### config.mk
export PLATFORM = sky130hd
export DESIGN_NAME = life_top
export DESIGN_NICKNAME = d
export VERILOG_FILES = /design/src/common/life_pkg.sv /design/src/hdl/life_top.sv /design/src/hdl/seed_lfsr.sv /design/src/life/life_sequencer.sv /design/src/life/row_ram.sv /design/src/life/life_pipeline.sv /design/src/life/gen_stage.sv
export SDC_FILE = /design/constraint.sdc
export NUM_CORES = 2
export LEC_CHECK = 0
export BUFFER_PORTS_ARGS = -buffer_cell sky130_fd_sc_hd__buf_2
export CORE_UTILIZATION = 40
export CTS_CLUSTER_SIZE = 40
export DETAILED_ROUTE_END_ITERATION = 7
export PLACE_DENSITY = 0.6
export SYNTH_ARGS = -nofsm -noshare
export SYNTH_HDL_FRONTEND = slang
export SYNTH_SLANG_ARGS = --single-unit
### constraint.sdc
create_clock -name clk -period 4.5 [get_ports clk]
set_clock_uncertainty 0.2 [all_clocks]
set_input_delay 0.45 -clock clk [delete_from_list [all_inputs] [get_ports clk]]
set_output_delay 0.45 -clock clk [all_outputs]
set_load 0.01 [all_outputs]
### src/common/life_pkg.sv
////////////////////
// Grid sizes, row and beat types, command struct and opcodes
////////////////////
`default_nettype none

package life_pkg;

	////////////////////
	// Grid geometry
	////////////////////
	localparam int GRID_W    = 16;                  // Cells per row
	localparam int GRID_H    = 16;                  // Rows per grid
	localparam int ROW_BITS  = $clog2(GRID_H);      // Row index width
	localparam int GENS      = 2;                   // Generations per step pass
	localparam int STAGE_LAT = 2;                   // Beat in to result out, per stage

	// Pass length and counter width
	localparam int PASS_ROWS = GRID_H + 2 * GENS;   // Extra rows at both ends for vertical wrap
	localparam int CNT_BITS  = $clog2(PASS_ROWS + 1);

	// Seed generator
	localparam logic [GRID_W-1:0] SEED_INIT = 16'hACE1;
	localparam logic [GRID_W-1:0] SEED_MASK = 16'hB400;   // Galois taps

	////////////////////
	// Types
	////////////////////
	typedef logic [GRID_W-1:0]   row_t;         // Bit i is column i
	typedef logic [ROW_BITS-1:0] row_idx_t;
	typedef logic [31:0]         gen_count_t;

	typedef enum logic [1:0] {
		OP_LOAD,    // Write one row
		OP_READ,    // Read one row
		OP_STEP,    // GENS generations
		OP_SEED     // Fill grid from LFSR
	} life_op_e;

	typedef struct packed {
		life_op_e op;
		row_idx_t row;
		row_t     data;     // Load data only
	} life_cmd_t;

	// One row travelling down the pipeline
	typedef struct packed {
		logic     valid;
		logic     first;    // First beat of a pass
		row_idx_t idx;
		row_t     cells;
	} row_beat_t;

	typedef struct packed {
		logic     en;
		row_idx_t addr;
		row_t     data;
	} row_wr_t;

endpackage

`default_nettype wire
### src/hdl/life_top.sv
////////////////////
// Life engine top level
////////////////////
`timescale 1ns/1ps
`default_nettype none

module life_top import life_pkg::*; (
	input  wire        clk,
	input  wire        reset,

	// Command port with four-phase req/ack
	input  wire        req,
	input  life_cmd_t  cmd,
	output logic       ack,
	output row_t       rdata,      // Valid while ack high after a read

	output gen_count_t gen_total
);

	////////////////////
	// Internal wires
	////////////////////
	row_idx_t  rd_addr;
	row_t      rd_data;     // One cycle after rd_addr
	row_wr_t   load_wr;     // Into the active bank
	row_wr_t   next_wr;     // Into the inactive bank
	logic      swap;
	row_beat_t in_beat;
	logic      seed_adv;
	row_t      seed_row;

	// Command decode and pass control
	life_sequencer u_life_sequencer (
		.clk       (clk),
		.reset     (reset),
		.req       (req),
		.cmd       (cmd),
		.rd_data   (rd_data),
		.next_wr   (next_wr),
		.seed_row  (seed_row),
		.ack       (ack),
		.rdata     (rdata),
		.gen_total (gen_total),
		.rd_addr   (rd_addr),
		.load_wr   (load_wr),
		.swap      (swap),
		.in_beat   (in_beat),
		.seed_adv  (seed_adv)
	);

	// Ping-pong row banks
	row_ram u_row_ram (
		.clk     (clk),
		.reset   (reset),
		.rd_addr (rd_addr),
		.load_wr (load_wr),
		.next_wr (next_wr),
		.swap    (swap),
		.rd_data (rd_data)
	);

	// GENS stages of the Life rule
	life_pipeline u_life_pipeline (
		.clk     (clk),
		.reset   (reset),
		.in_beat (in_beat),
		.rd_data (rd_data),
		.next_wr (next_wr)
	);

	seed_lfsr u_seed_lfsr (
		.clk      (clk),
		.reset    (reset),
		.seed_adv (seed_adv),
		.seed_row (seed_row)
	);

endmodule

`default_nettype wire

### src/hdl/seed_lfsr.sv
////////////////////
// Row-wide Galois LFSR for grid seeding
////////////////////
`timescale 1ns/1ps
`default_nettype none

module seed_lfsr import life_pkg::*; (
	input  wire  clk,
	input  wire  reset,
	input  wire  seed_adv,    // One advance per seeded row
	output row_t seed_row     // State after the advance
);

	row_t state;
	row_t shifted;

	// Right shift, taps applied when bit 0 falls out
	assign shifted = {1'b0, state[GRID_W-1:1]};

	always_ff @(posedge clk) begin
		if (reset)
			state <= SEED_INIT;
		else if (seed_adv)
			state <= state[0] ? (shifted ^ SEED_MASK) : shifted;
	end

	assign seed_row = state;   // Persists across seed commands

endmodule

`default_nettype wire

### src/life/life_sequencer.sv
////////////////////
// Command handshake, step and seed FSM, row addressing
// and the generation total
////////////////////
`timescale 1ns/1ps
`default_nettype none

module life_sequencer import life_pkg::*; (
	input  wire        clk,
	input  wire        reset,
	input  wire        req,
	input  life_cmd_t  cmd,
	input  row_t       rd_data,
	input  row_wr_t    next_wr,    // Watched to count finished rows
	input  row_t       seed_row,
	output logic       ack,
	output row_t       rdata,
	output gen_count_t gen_total,
	output row_idx_t   rd_addr,
	output row_wr_t    load_wr,
	output logic       swap,
	output row_beat_t  in_beat,
	output logic       seed_adv
);

	typedef enum logic [2:0] {
		ST_IDLE,
		ST_LOAD,
		ST_READ,
		ST_SEED,
		ST_STEP_ISSUE,    // Reading rows into the pipeline
		ST_STEP_DRAIN,    // Waiting for the last writes
		ST_ACK_HOLD       // Ack high until req drops
	} seq_state_e;

	seq_state_e          state;
	logic [CNT_BITS-1:0] issue_cnt;   // Beats issued, or seed rows advanced
	logic [CNT_BITS-1:0] wr_cnt;      // Next-generation writes seen
	row_idx_t            pass_idx;    // Wrapped row index of this beat
	logic                seed_wr;

	////////////////////
	// Addressing
	////////////////////

	// Pass starts GENS rows above row 0
	assign pass_idx = row_idx_t'((GRID_H - GENS + int'(issue_cnt)) % GRID_H);

	assign rd_addr = (state == ST_STEP_ISSUE) ? pass_idx : cmd.row;  // Read cmd uses host row

	always_comb begin
		in_beat.valid = (state == ST_STEP_ISSUE);
		in_beat.first = (issue_cnt == '0);
		in_beat.idx   = pass_idx;
		in_beat.cells = '0;     // Filled from rd_data in the pipeline
	end

	// Seed writes trail each advance by one cycle
	assign seed_adv = (state == ST_SEED) && (issue_cnt != CNT_BITS'(GRID_H));
	assign seed_wr  = (state == ST_SEED) && (issue_cnt != '0);

	always_comb begin
		load_wr.en = (state == ST_LOAD) || seed_wr;
		if (state == ST_SEED) begin
			load_wr.addr = row_idx_t'(issue_cnt - 1'b1);
			load_wr.data = seed_row;
		end else begin
			load_wr.addr = cmd.row;
			load_wr.data = cmd.data;
		end
	end

	////////////////////
	// Command FSM
	////////////////////
	always_ff @(posedge clk) begin
		if (reset) begin
			state     <= ST_IDLE;
			issue_cnt <= '0;
			wr_cnt    <= '0;
			ack       <= 1'b0;
			swap      <= 1'b0;
			gen_total <= '0;
		end else begin
			swap <= 1'b0;   // Single-cycle pulse
			case (state)
				ST_IDLE: begin
					if (req) begin
						issue_cnt <= '0;
						wr_cnt    <= '0;
						case (cmd.op)
							OP_LOAD: state <= ST_LOAD;
							OP_READ: state <= ST_READ;
							OP_SEED: state <= ST_SEED;
							OP_STEP: state <= ST_STEP_ISSUE;
							default: state <= ST_IDLE;
						endcase
					end
				end
				ST_LOAD, ST_READ: begin   // Write or read done this cycle
					ack   <= 1'b1;
					state <= ST_ACK_HOLD;
				end
				ST_SEED: begin
					issue_cnt <= issue_cnt + 1'b1;
					if (issue_cnt == CNT_BITS'(GRID_H)) begin   // Last row written now
						ack   <= 1'b1;
						state <= ST_ACK_HOLD;
					end
				end
				ST_STEP_ISSUE: begin
					issue_cnt <= issue_cnt + 1'b1;
					if (next_wr.en)
						wr_cnt <= wr_cnt + 1'b1;
					if (issue_cnt == CNT_BITS'(PASS_ROWS - 1))
						state <= ST_STEP_DRAIN;
				end
				ST_STEP_DRAIN: begin
					if (next_wr.en) begin
						wr_cnt <= wr_cnt + 1'b1;
						if (wr_cnt == CNT_BITS'(GRID_H - 1)) begin   // Grid complete
							swap      <= 1'b1;
							gen_total <= gen_total + gen_count_t'(GENS);
							ack       <= 1'b1;
							state     <= ST_ACK_HOLD;
						end
					end
				end
				ST_ACK_HOLD: begin
					if (!req) begin
						ack   <= 1'b0;
						state <= ST_IDLE;
					end
				end
				default: state <= ST_IDLE;
			endcase
		end
	end

	// Read data capture
	always_ff @(posedge clk) begin
		if (state == ST_READ)
			rdata <= rd_data;
	end

endmodule

`default_nettype wire

### src/life/row_ram.sv
////////////////////
// Two-bank row memory with bank swap
////////////////////
`timescale 1ns/1ps
`default_nettype none

module row_ram import life_pkg::*; (
	input  wire      clk,
	input  wire      reset,
	input  row_idx_t rd_addr,
	input  row_wr_t  load_wr,    // Host and seed writes
	input  row_wr_t  next_wr,    // Pipeline results
	input  wire      swap,
	output row_t     rd_data
);

	row_t mem [2][GRID_H];   // Bank, row
	logic active;            // Bank holding the current grid

	////////////////////
	// Bank select
	////////////////////
	always_ff @(posedge clk) begin
		if (reset)
			active <= 1'b0;
		else if (swap)
			active <= ~active;   // New generation becomes current
	end

	// Registered read and both write ports
	always_ff @(posedge clk) begin
		rd_data <= mem[active][rd_addr];
		if (load_wr.en)
			mem[active][load_wr.addr] <= load_wr.data;
		if (next_wr.en)
			mem[~active][next_wr.addr] <= next_wr.data;   // Other bank only
	end

endmodule

`default_nettype wire

### src/life/life_pipeline.sv
////////////////////
// Chain of generation stages from memory read to next-gen write
////////////////////
`timescale 1ns/1ps
`default_nettype none

module life_pipeline import life_pkg::*; (
	input  wire       clk,
	input  wire       reset,
	input  row_beat_t in_beat,    // Issued alongside rd_addr
	input  row_t      rd_data,
	output row_wr_t   next_wr
);

	row_beat_t beat_q;           // Aligned with rd_data
	row_beat_t chain [GENS+1];   // Stage inputs, last entry is final output

	// Match the memory read latency
	always_ff @(posedge clk) begin
		if (reset)
			beat_q <= '0;
		else
			beat_q <= in_beat;
	end

	// Pair beat header with the row just read
	assign chain[0] = '{
		valid: beat_q.valid,
		first: beat_q.first,
		idx:   beat_q.idx,
		cells: rd_data
	};

	////////////////////
	// Stages
	////////////////////
	for (genvar g = 0; g < GENS; g++) begin : g_stage
		gen_stage u_gen_stage (
			.clk      (clk),
			.reset    (reset),
			.in_beat  (chain[g]),
			.out_beat (chain[g+1])
		);
	end

	// Final beats land at their own row index
	assign next_wr = '{
		en:   chain[GENS].valid,
		addr: chain[GENS].idx,
		data: chain[GENS].cells
	};

endmodule

`default_nettype wire

### src/life/gen_stage.sv
////////////////////
// One Life generation over a three-row window
////////////////////
`timescale 1ns/1ps
`default_nettype none

module gen_stage import life_pkg::*; (
	input  wire       clk,
	input  wire       reset,
	input  row_beat_t in_beat,
	output row_beat_t out_beat    // Middle row STAGE_LAT cycles later
);

	// Beat header travelling beside the cell math
	typedef struct packed {
		logic     valid;
		logic     first;
		row_idx_t idx;
	} hdr_t;

	row_t                   win_old, win_mid;  // Window rows above the incoming one
	row_idx_t               mid_idx;
	logic [GRID_W-1:0][1:0] csum, csum_q;      // Three-row column sums
	row_t                   cur_q;             // Middle row aligned with csum_q
	row_t                   next_cells, cells_q;
	logic [1:0]             pass_cnt;          // Saturating count of beats seen
	logic [1:0]             eff_cnt;
	logic                   emit;
	hdr_t                   hdr_q [STAGE_LAT]; // Header delay line

	// First beat restarts the drop count
	assign eff_cnt = in_beat.first ? 2'd0 : pass_cnt;
	assign emit    = in_beat.valid && (eff_cnt >= 2'd2);

	always_comb begin
		for (int i = 0; i < GRID_W; i++)
			csum[i] = {1'b0, win_old[i]} + {1'b0, win_mid[i]} + {1'b0, in_beat.cells[i]};
	end

	////////////////////
	// Window and sums
	////////////////////
	always_ff @(posedge clk) begin
		if (in_beat.valid) begin   // Shift only on real rows
			win_old <= win_mid;
			win_mid <= in_beat.cells;
			mid_idx <= in_beat.idx;
		end
		csum_q  <= csum;
		cur_q   <= win_mid;
		cells_q <= next_cells;
	end

	// Nine-cell total with horizontal wrap and the rule
	always_comb begin
		int         l;
		int         r;
		logic [3:0] tot;
		for (int i = 0; i < GRID_W; i++) begin
			l   = (i == 0) ? GRID_W - 1 : i - 1;
			r   = (i == GRID_W - 1) ? 0 : i + 1;
			tot = {2'b00, csum_q[l]} + {2'b00, csum_q[i]} + {2'b00, csum_q[r]};
			next_cells[i] = (tot == 4'd3) || ((tot == 4'd4) && cur_q[i]);  // Self counted in tot
		end
	end

	////////////////////
	// Control
	////////////////////
	always_ff @(posedge clk) begin
		if (reset) begin
			pass_cnt <= '0;
			for (int k = 0; k < STAGE_LAT; k++)
				hdr_q[k] <= '0;
		end else begin
			if (in_beat.valid)
				pass_cnt <= (eff_cnt == 2'd3) ? 2'd3 : eff_cnt + 2'd1;
			hdr_q[0].valid <= emit;
			hdr_q[0].first <= emit && (eff_cnt == 2'd2);   // First output of the pass
			hdr_q[0].idx   <= mid_idx;
			for (int k = 1; k < STAGE_LAT; k++)
				hdr_q[k] <= hdr_q[k-1];
		end
	end

	assign out_beat = '{
		valid: hdr_q[STAGE_LAT-1].valid,
		first: hdr_q[STAGE_LAT-1].first,
		idx:   hdr_q[STAGE_LAT-1].idx,
		cells: cells_q
	};

endmodule

`default_nettype wire

==> results.md <==
* Area growth from synthesis to layout at 12.8%
* Residual antenna-violating net count after detailed routing at 0
* Launching instance or port of the critical path: u_life_sequencer.issue_cnt[0]$_SDFFE_PP0P_
* Pin count of the biggest net entering global routing at 72
* Height of the die at 317 um
* Number of enable flip-flop cells after synthesis at 600
* I/O pin count at 74
* Port buffer count at 72
* Clock tree from TritonCTS: yes
* DR DRC count at 0
* Register clock-pin slew on the reported worst setup and hold paths at roughly 60 ps
* Worst reg-to-reg setup slack at between 800 and 900 ps
* Filler-free cell count of the finished design at 5061
* RSZ-0062 raised after global routing: no
* Switching portion of total power at 33.5%
* Deepest clock path buffer count at 3
* Status: finished clean
* Die extent in x at 317 um
* Maximum frequency from static timing analysis at 0.274 GHz
* Worst Setup EP: u_row_ram.rd_data[3]$_DFF_P_
* Post-placement cell count at 4890
* Routability cong. at 0.973
* Library cell with the largest summed area after synthesis: sky130_fd_sc_hd__edfxtp_1
* Worst hold-check path type: in2reg
* Synth Cell Area at 39800 um^2
* Peak supply drop at around 0.0003 V
* Leakage power figure at 17.5 nW
* Number of H-tree levels at 3
* Via/cell ratio at 5.57
* Fraction of power consumed by the clock network at 31.7%
* Count of synthesis-stage warnings from yosys at 0
* Post-layout nets at 3893
* Max-slew violation count at 0
* Max cap viols at 0
* Endpoints failing setup at 0
* Number of diodes at 0
* Core region area at 98400 um^2
* Initial DRC Count at 3719
* Logic pwr share at 27.4%
* Required time reported for the critical path endpoint at 4820 ps
* Final cell utilization of the core at 45.6%
* Post-synthesis register bit count at 840
* Number of failing hold endpoints at the final stage at 0
* Flip-flop cell with the highest count after synthesis: sky130_fd_sc_hd__edfxtp_1
* Reg-to-Reg End: u_row_ram.rd_data[3]$_DFF_P_
* Total negative slack for setup checks at 0 ps
* Post-synthesis async set-or-reset flop share at 0%
* Minimum clock period after layout at between 3000 and 4000 ps
* Source-to-sink clock delay at the later pin of the worst-skew pair at 660 ps
* Share of the cycle needed by the critical path after routing at 81.0%
* Data arrival at the endpoint of the critical path at a little under 4000 ps
* Critical path launch point type: flip-flop
* Worst reg-to-reg path cell count at 6
* Final routed wire length divided by cell count at 23.2 um
* Internal power at 0.0153 W
* Share of power burned in registers at 40.9%
* Clock tree root driver cell: sky130_fd_sc_hd__clkbuf_16
* Layout Cell Area excl Fill at 44900 um^2
* Count of unique library cells instantiated by Yosys at 60
* Post-cts gate resize count at 0
* Mean cell area of the mapped netlist at 10.8 um^2
* Row Count at 115
* Starting utilization of the core area at 40.4%
* Cell area after placement at ~42000 um^2
* Maximum fanout along the worst path at 44
* DR vias at 28175
* Number of antenna violations at the first check in global routing at 1
* Worst slew margin relative to its limit at 31.7%
* Switching power summed over all nets at roughly 0.0077 W
* Sequential fraction of the synthesis area at a little under three fifths
* Cts bufs inserted at 91
* Classification of the worst setup path: reg2reg
* P per Cell Area at about 510 nW/um^2
* Fraction of layout cells with a size suffix above 1 at 11.0%
* Launch point of the worst reg-to-reg path: u_life_sequencer.issue_cnt[0]$_SDFFE_PP0P_
* Final wirelength at ~120000 um
* Endpoint class of the critical path: flip-flop
* Total grt overflow at 0
* First drt pass iteration count at 6
* Overall global routing resource usage at between 20% and 30%
* Actual slew at the worst max-slew pin at slightly above 1000 ps
* Buffers inserted during post-CTS setup optimization at 0
* Wire length of the first global-routing pass at 174000 um
* Fill cell instance count of the final layout at about 9000
* HPWL reported at the end of detailed placement at between 70000 and 80000 um
* Overall power at 0.0230 W
* Vias in the first global route at 26580
* Clk sink count at 840
* Yosys top cell area share at 45.3%
* Die area at 101000 um^2
* Post-CTS Hold Fix Bufs at 0
* Net count after synthesis at approximately 3900
* Synth Instances at 3685
* Top area cells in the synthesized netlist: sky130_fd_sc_hd__edfxtp_1 45%, sky130_fd_sc_hd__dfxtp_1 12%, sky130_fd_sc_hd__a21oi_1 7.0%
==> layout by cell type (no fill, tap or decap), types with 12 or more instances in the layout <==
master,count
sky130_fd_sc_hd__mux2i_4,16
sky130_fd_sc_hd__nor3_1,12
sky130_fd_sc_hd__clkbuf_1,25
sky130_fd_sc_hd__dfxtp_1,236
sky130_fd_sc_hd__clkinv_1,14
sky130_fd_sc_hd__fa_1,96
sky130_fd_sc_hd__a211oi_1,21
sky130_fd_sc_hd__clkbuf_16,94
sky130_fd_sc_hd__a32oi_1,12
sky130_fd_sc_hd__o21ai_2,14
sky130_fd_sc_hd__nand4b_1,28
sky130_fd_sc_hd__mux2i_1,213
sky130_fd_sc_hd__a21oi_1,554
sky130_fd_sc_hd__o22ai_1,12
sky130_fd_sc_hd__xor2_1,26
sky130_fd_sc_hd__inv_1,171
sky130_fd_sc_hd__nor2b_1,43
sky130_fd_sc_hd__a31oi_1,23
sky130_fd_sc_hd__o211ai_1,15
sky130_fd_sc_hd__ha_1,76
sky130_fd_sc_hd__o21ai_1,18
sky130_fd_sc_hd__nand3_1,87
sky130_fd_sc_hd__a22oi_1,16
sky130_fd_sc_hd__xnor2_1,14
sky130_fd_sc_hd__nand2_1,292
sky130_fd_sc_hd__o21ai_0,44
sky130_fd_sc_hd__mux4_2,15
sky130_fd_sc_hd__nand3b_1,16
sky130_fd_sc_hd__mux2_2,12
sky130_fd_sc_hd__buf_4,137
sky130_fd_sc_hd__nand4_1,27
sky130_fd_sc_hd__edfxtp_1,600
sky130_fd_sc_hd__nor2_1,589
sky130_fd_sc_hd__clkinv_2,18
sky130_fd_sc_hd__buf_2,72
==> cell type report <==
cell class,instances,area (um^2),area share [%]
clock buffers,128,2570,5.73
clock inverters,43,315,0.702
inverters,171,642,1.43
multi-input cells,2378,15400,34.4
flip-flops and latches,840,22800,50.9
well taps,1287,1610,3.59
repair buffers,214,1490,3.32
==> through the flow <==
stage | hold WS [ps] | worst slack (ps)
2_1_floorplan | 185 | 732
4_1_cts | 41.0 | 947
6_report | 78.1 | 854
5_1_grt | 91.8 | 741
3_3_place_gp | 186 | 801
3_5_place_dp | 190 | 800
==> cells in the mapped netlist, drive strengths merged, types with 10 or more instances <==
| master | number |
|---|---|
| a211oi | 21 |
| a21oi | 555 |
| a22oi | 16 |
| a31oi | 23 |
| a32oi | 12 |
| and3 | 10 |
| buf | 51 |
| clkbuf | 245 |
| dfxtp | 240 |
| edfxtp | 600 |
| fa | 96 |
| ha | 76 |
| inv | 171 |
| mux2 | 12 |
| mux2i | 230 |
| mux4 | 15 |
| nand2 | 292 |
| nand3 | 87 |
| nand3b | 16 |
| nand4 | 27 |
| nand4b | 28 |
| nor2 | 589 |
| nor2b | 43 |
| nor3 | 12 |
| o211ai | 15 |
| o21ai | 77 |
| o22ai | 12 |
| xnor2 | 14 |
| xor2 | 26 |
==> critical path, stage by stage, from the launching register on <==
cell and delay [ps]:
sky130_fd_sc_hd__dfxtp_1 450, sky130_fd_sc_hd__nor4bb_1 670, sky130_fd_sc_hd__a21o_4 640, sky130_fd_sc_hd__mux2_2 410, sky130_fd_sc_hd__a221oi_1 660, sky130_fd_sc_hd__a211o_1 330
sky130_fd_sc_hd__o211ai_1 110
==> layer usage <==
| layer | vias to the layer above | track usage (%) | wire length [um] |
|---|---|---|---|
| li1 | 12932 | - | - |
| met1 | 13588 | 32.5 | 48400 |
| met2 | 1406 | 36.0 | 53000 |
| met3 | 249 | 3.84 | 11100 |
| met4 | 0 | 9.75 | 5080 |
| met5 | - | 0 | 0 |
==> worst min path at each step <==
| stage | start | endpoint | slack [ps] | depth (start not counted) |
|---|---|---|---|---|
| 2_1_floorplan | u_life_pipeline.g_stage[0].u_gen_stage.win_mid[0]$_DFFE_PP_ | u_life_pipeline.g_stage[0].u_gen_stage.cur_q[0]$_DFF_P_ | 190 | 0 |
| 3_3_place_gp | flip-flop | u_life_pipeline.g_stage[1].u_gen_stage.mid_idx[3]$_DFFE_PP_ | 190 | 0 |
| 3_5_place_dp | flip-flop | u_life_pipeline.g_stage[1].u_gen_stage.mid_idx[3]$_DFFE_PP_ | 190 | 0 |
| 4_1_cts | cmd[21] | u_life_sequencer.state[0]$_SDFFE_PP0P_ | 40 | 4 |
| 5_1_grt | cmd[21] | u_life_sequencer.state[0]$_SDFFE_PP0P_ | 90 | 4 |
| 6_report | cmd[21] | u_life_sequencer.state[0]$_SDFFE_PP0P_ | 80 | 4 |
==> power groups by stage <==
stage	Combinational, W	Sequential (W)	Clock [W]
2_1_floorplan	0.00408	0.00940	0
3_3_place_gp	0.00602	0.00957	0
3_5_place_dp	0.00622	0.00959	0
4_1_cts	0.00628	0.00943	0.00741
5_1_grt	0.00703	0.00949	0.00770
6_report	0.00631	0.00942	0.00729
==> flip-flops by register name, indices dropped and copies added (netlist names), 22 cells and up, named ones only <==
name                                         cells
u_life_pipeline.g_stage.u_gen_stage.win_old     32
u_life_pipeline.g_stage.u_gen_stage.csum_q      64
u_life_pipeline.g_stage.u_gen_stage.hdr_q       22
u_life_pipeline.g_stage.u_gen_stage.cur_q       32
u_life_pipeline.g_stage.u_gen_stage.cells_q     32
u_life_sequencer.gen_total                      31
u_life_pipeline.g_stage.u_gen_stage.win_mid     32
u_row_ram.mem                                  512
==> cells by family after synthesis <==
kind of cell	Yosys count	share of synthesized area, %
DFF	840	57.4
adders and majority gates	172	7.22
other	1	0.00943
xor gates and xnor gates	40	0.881
and+or+nand+nor	1142	12.5
muxes	257	6.98
AOI/OAI and AO/OA	766	10.5
buffers and inverters	467	4.59
Note: power is estimated with default switching activity, not from simulation.
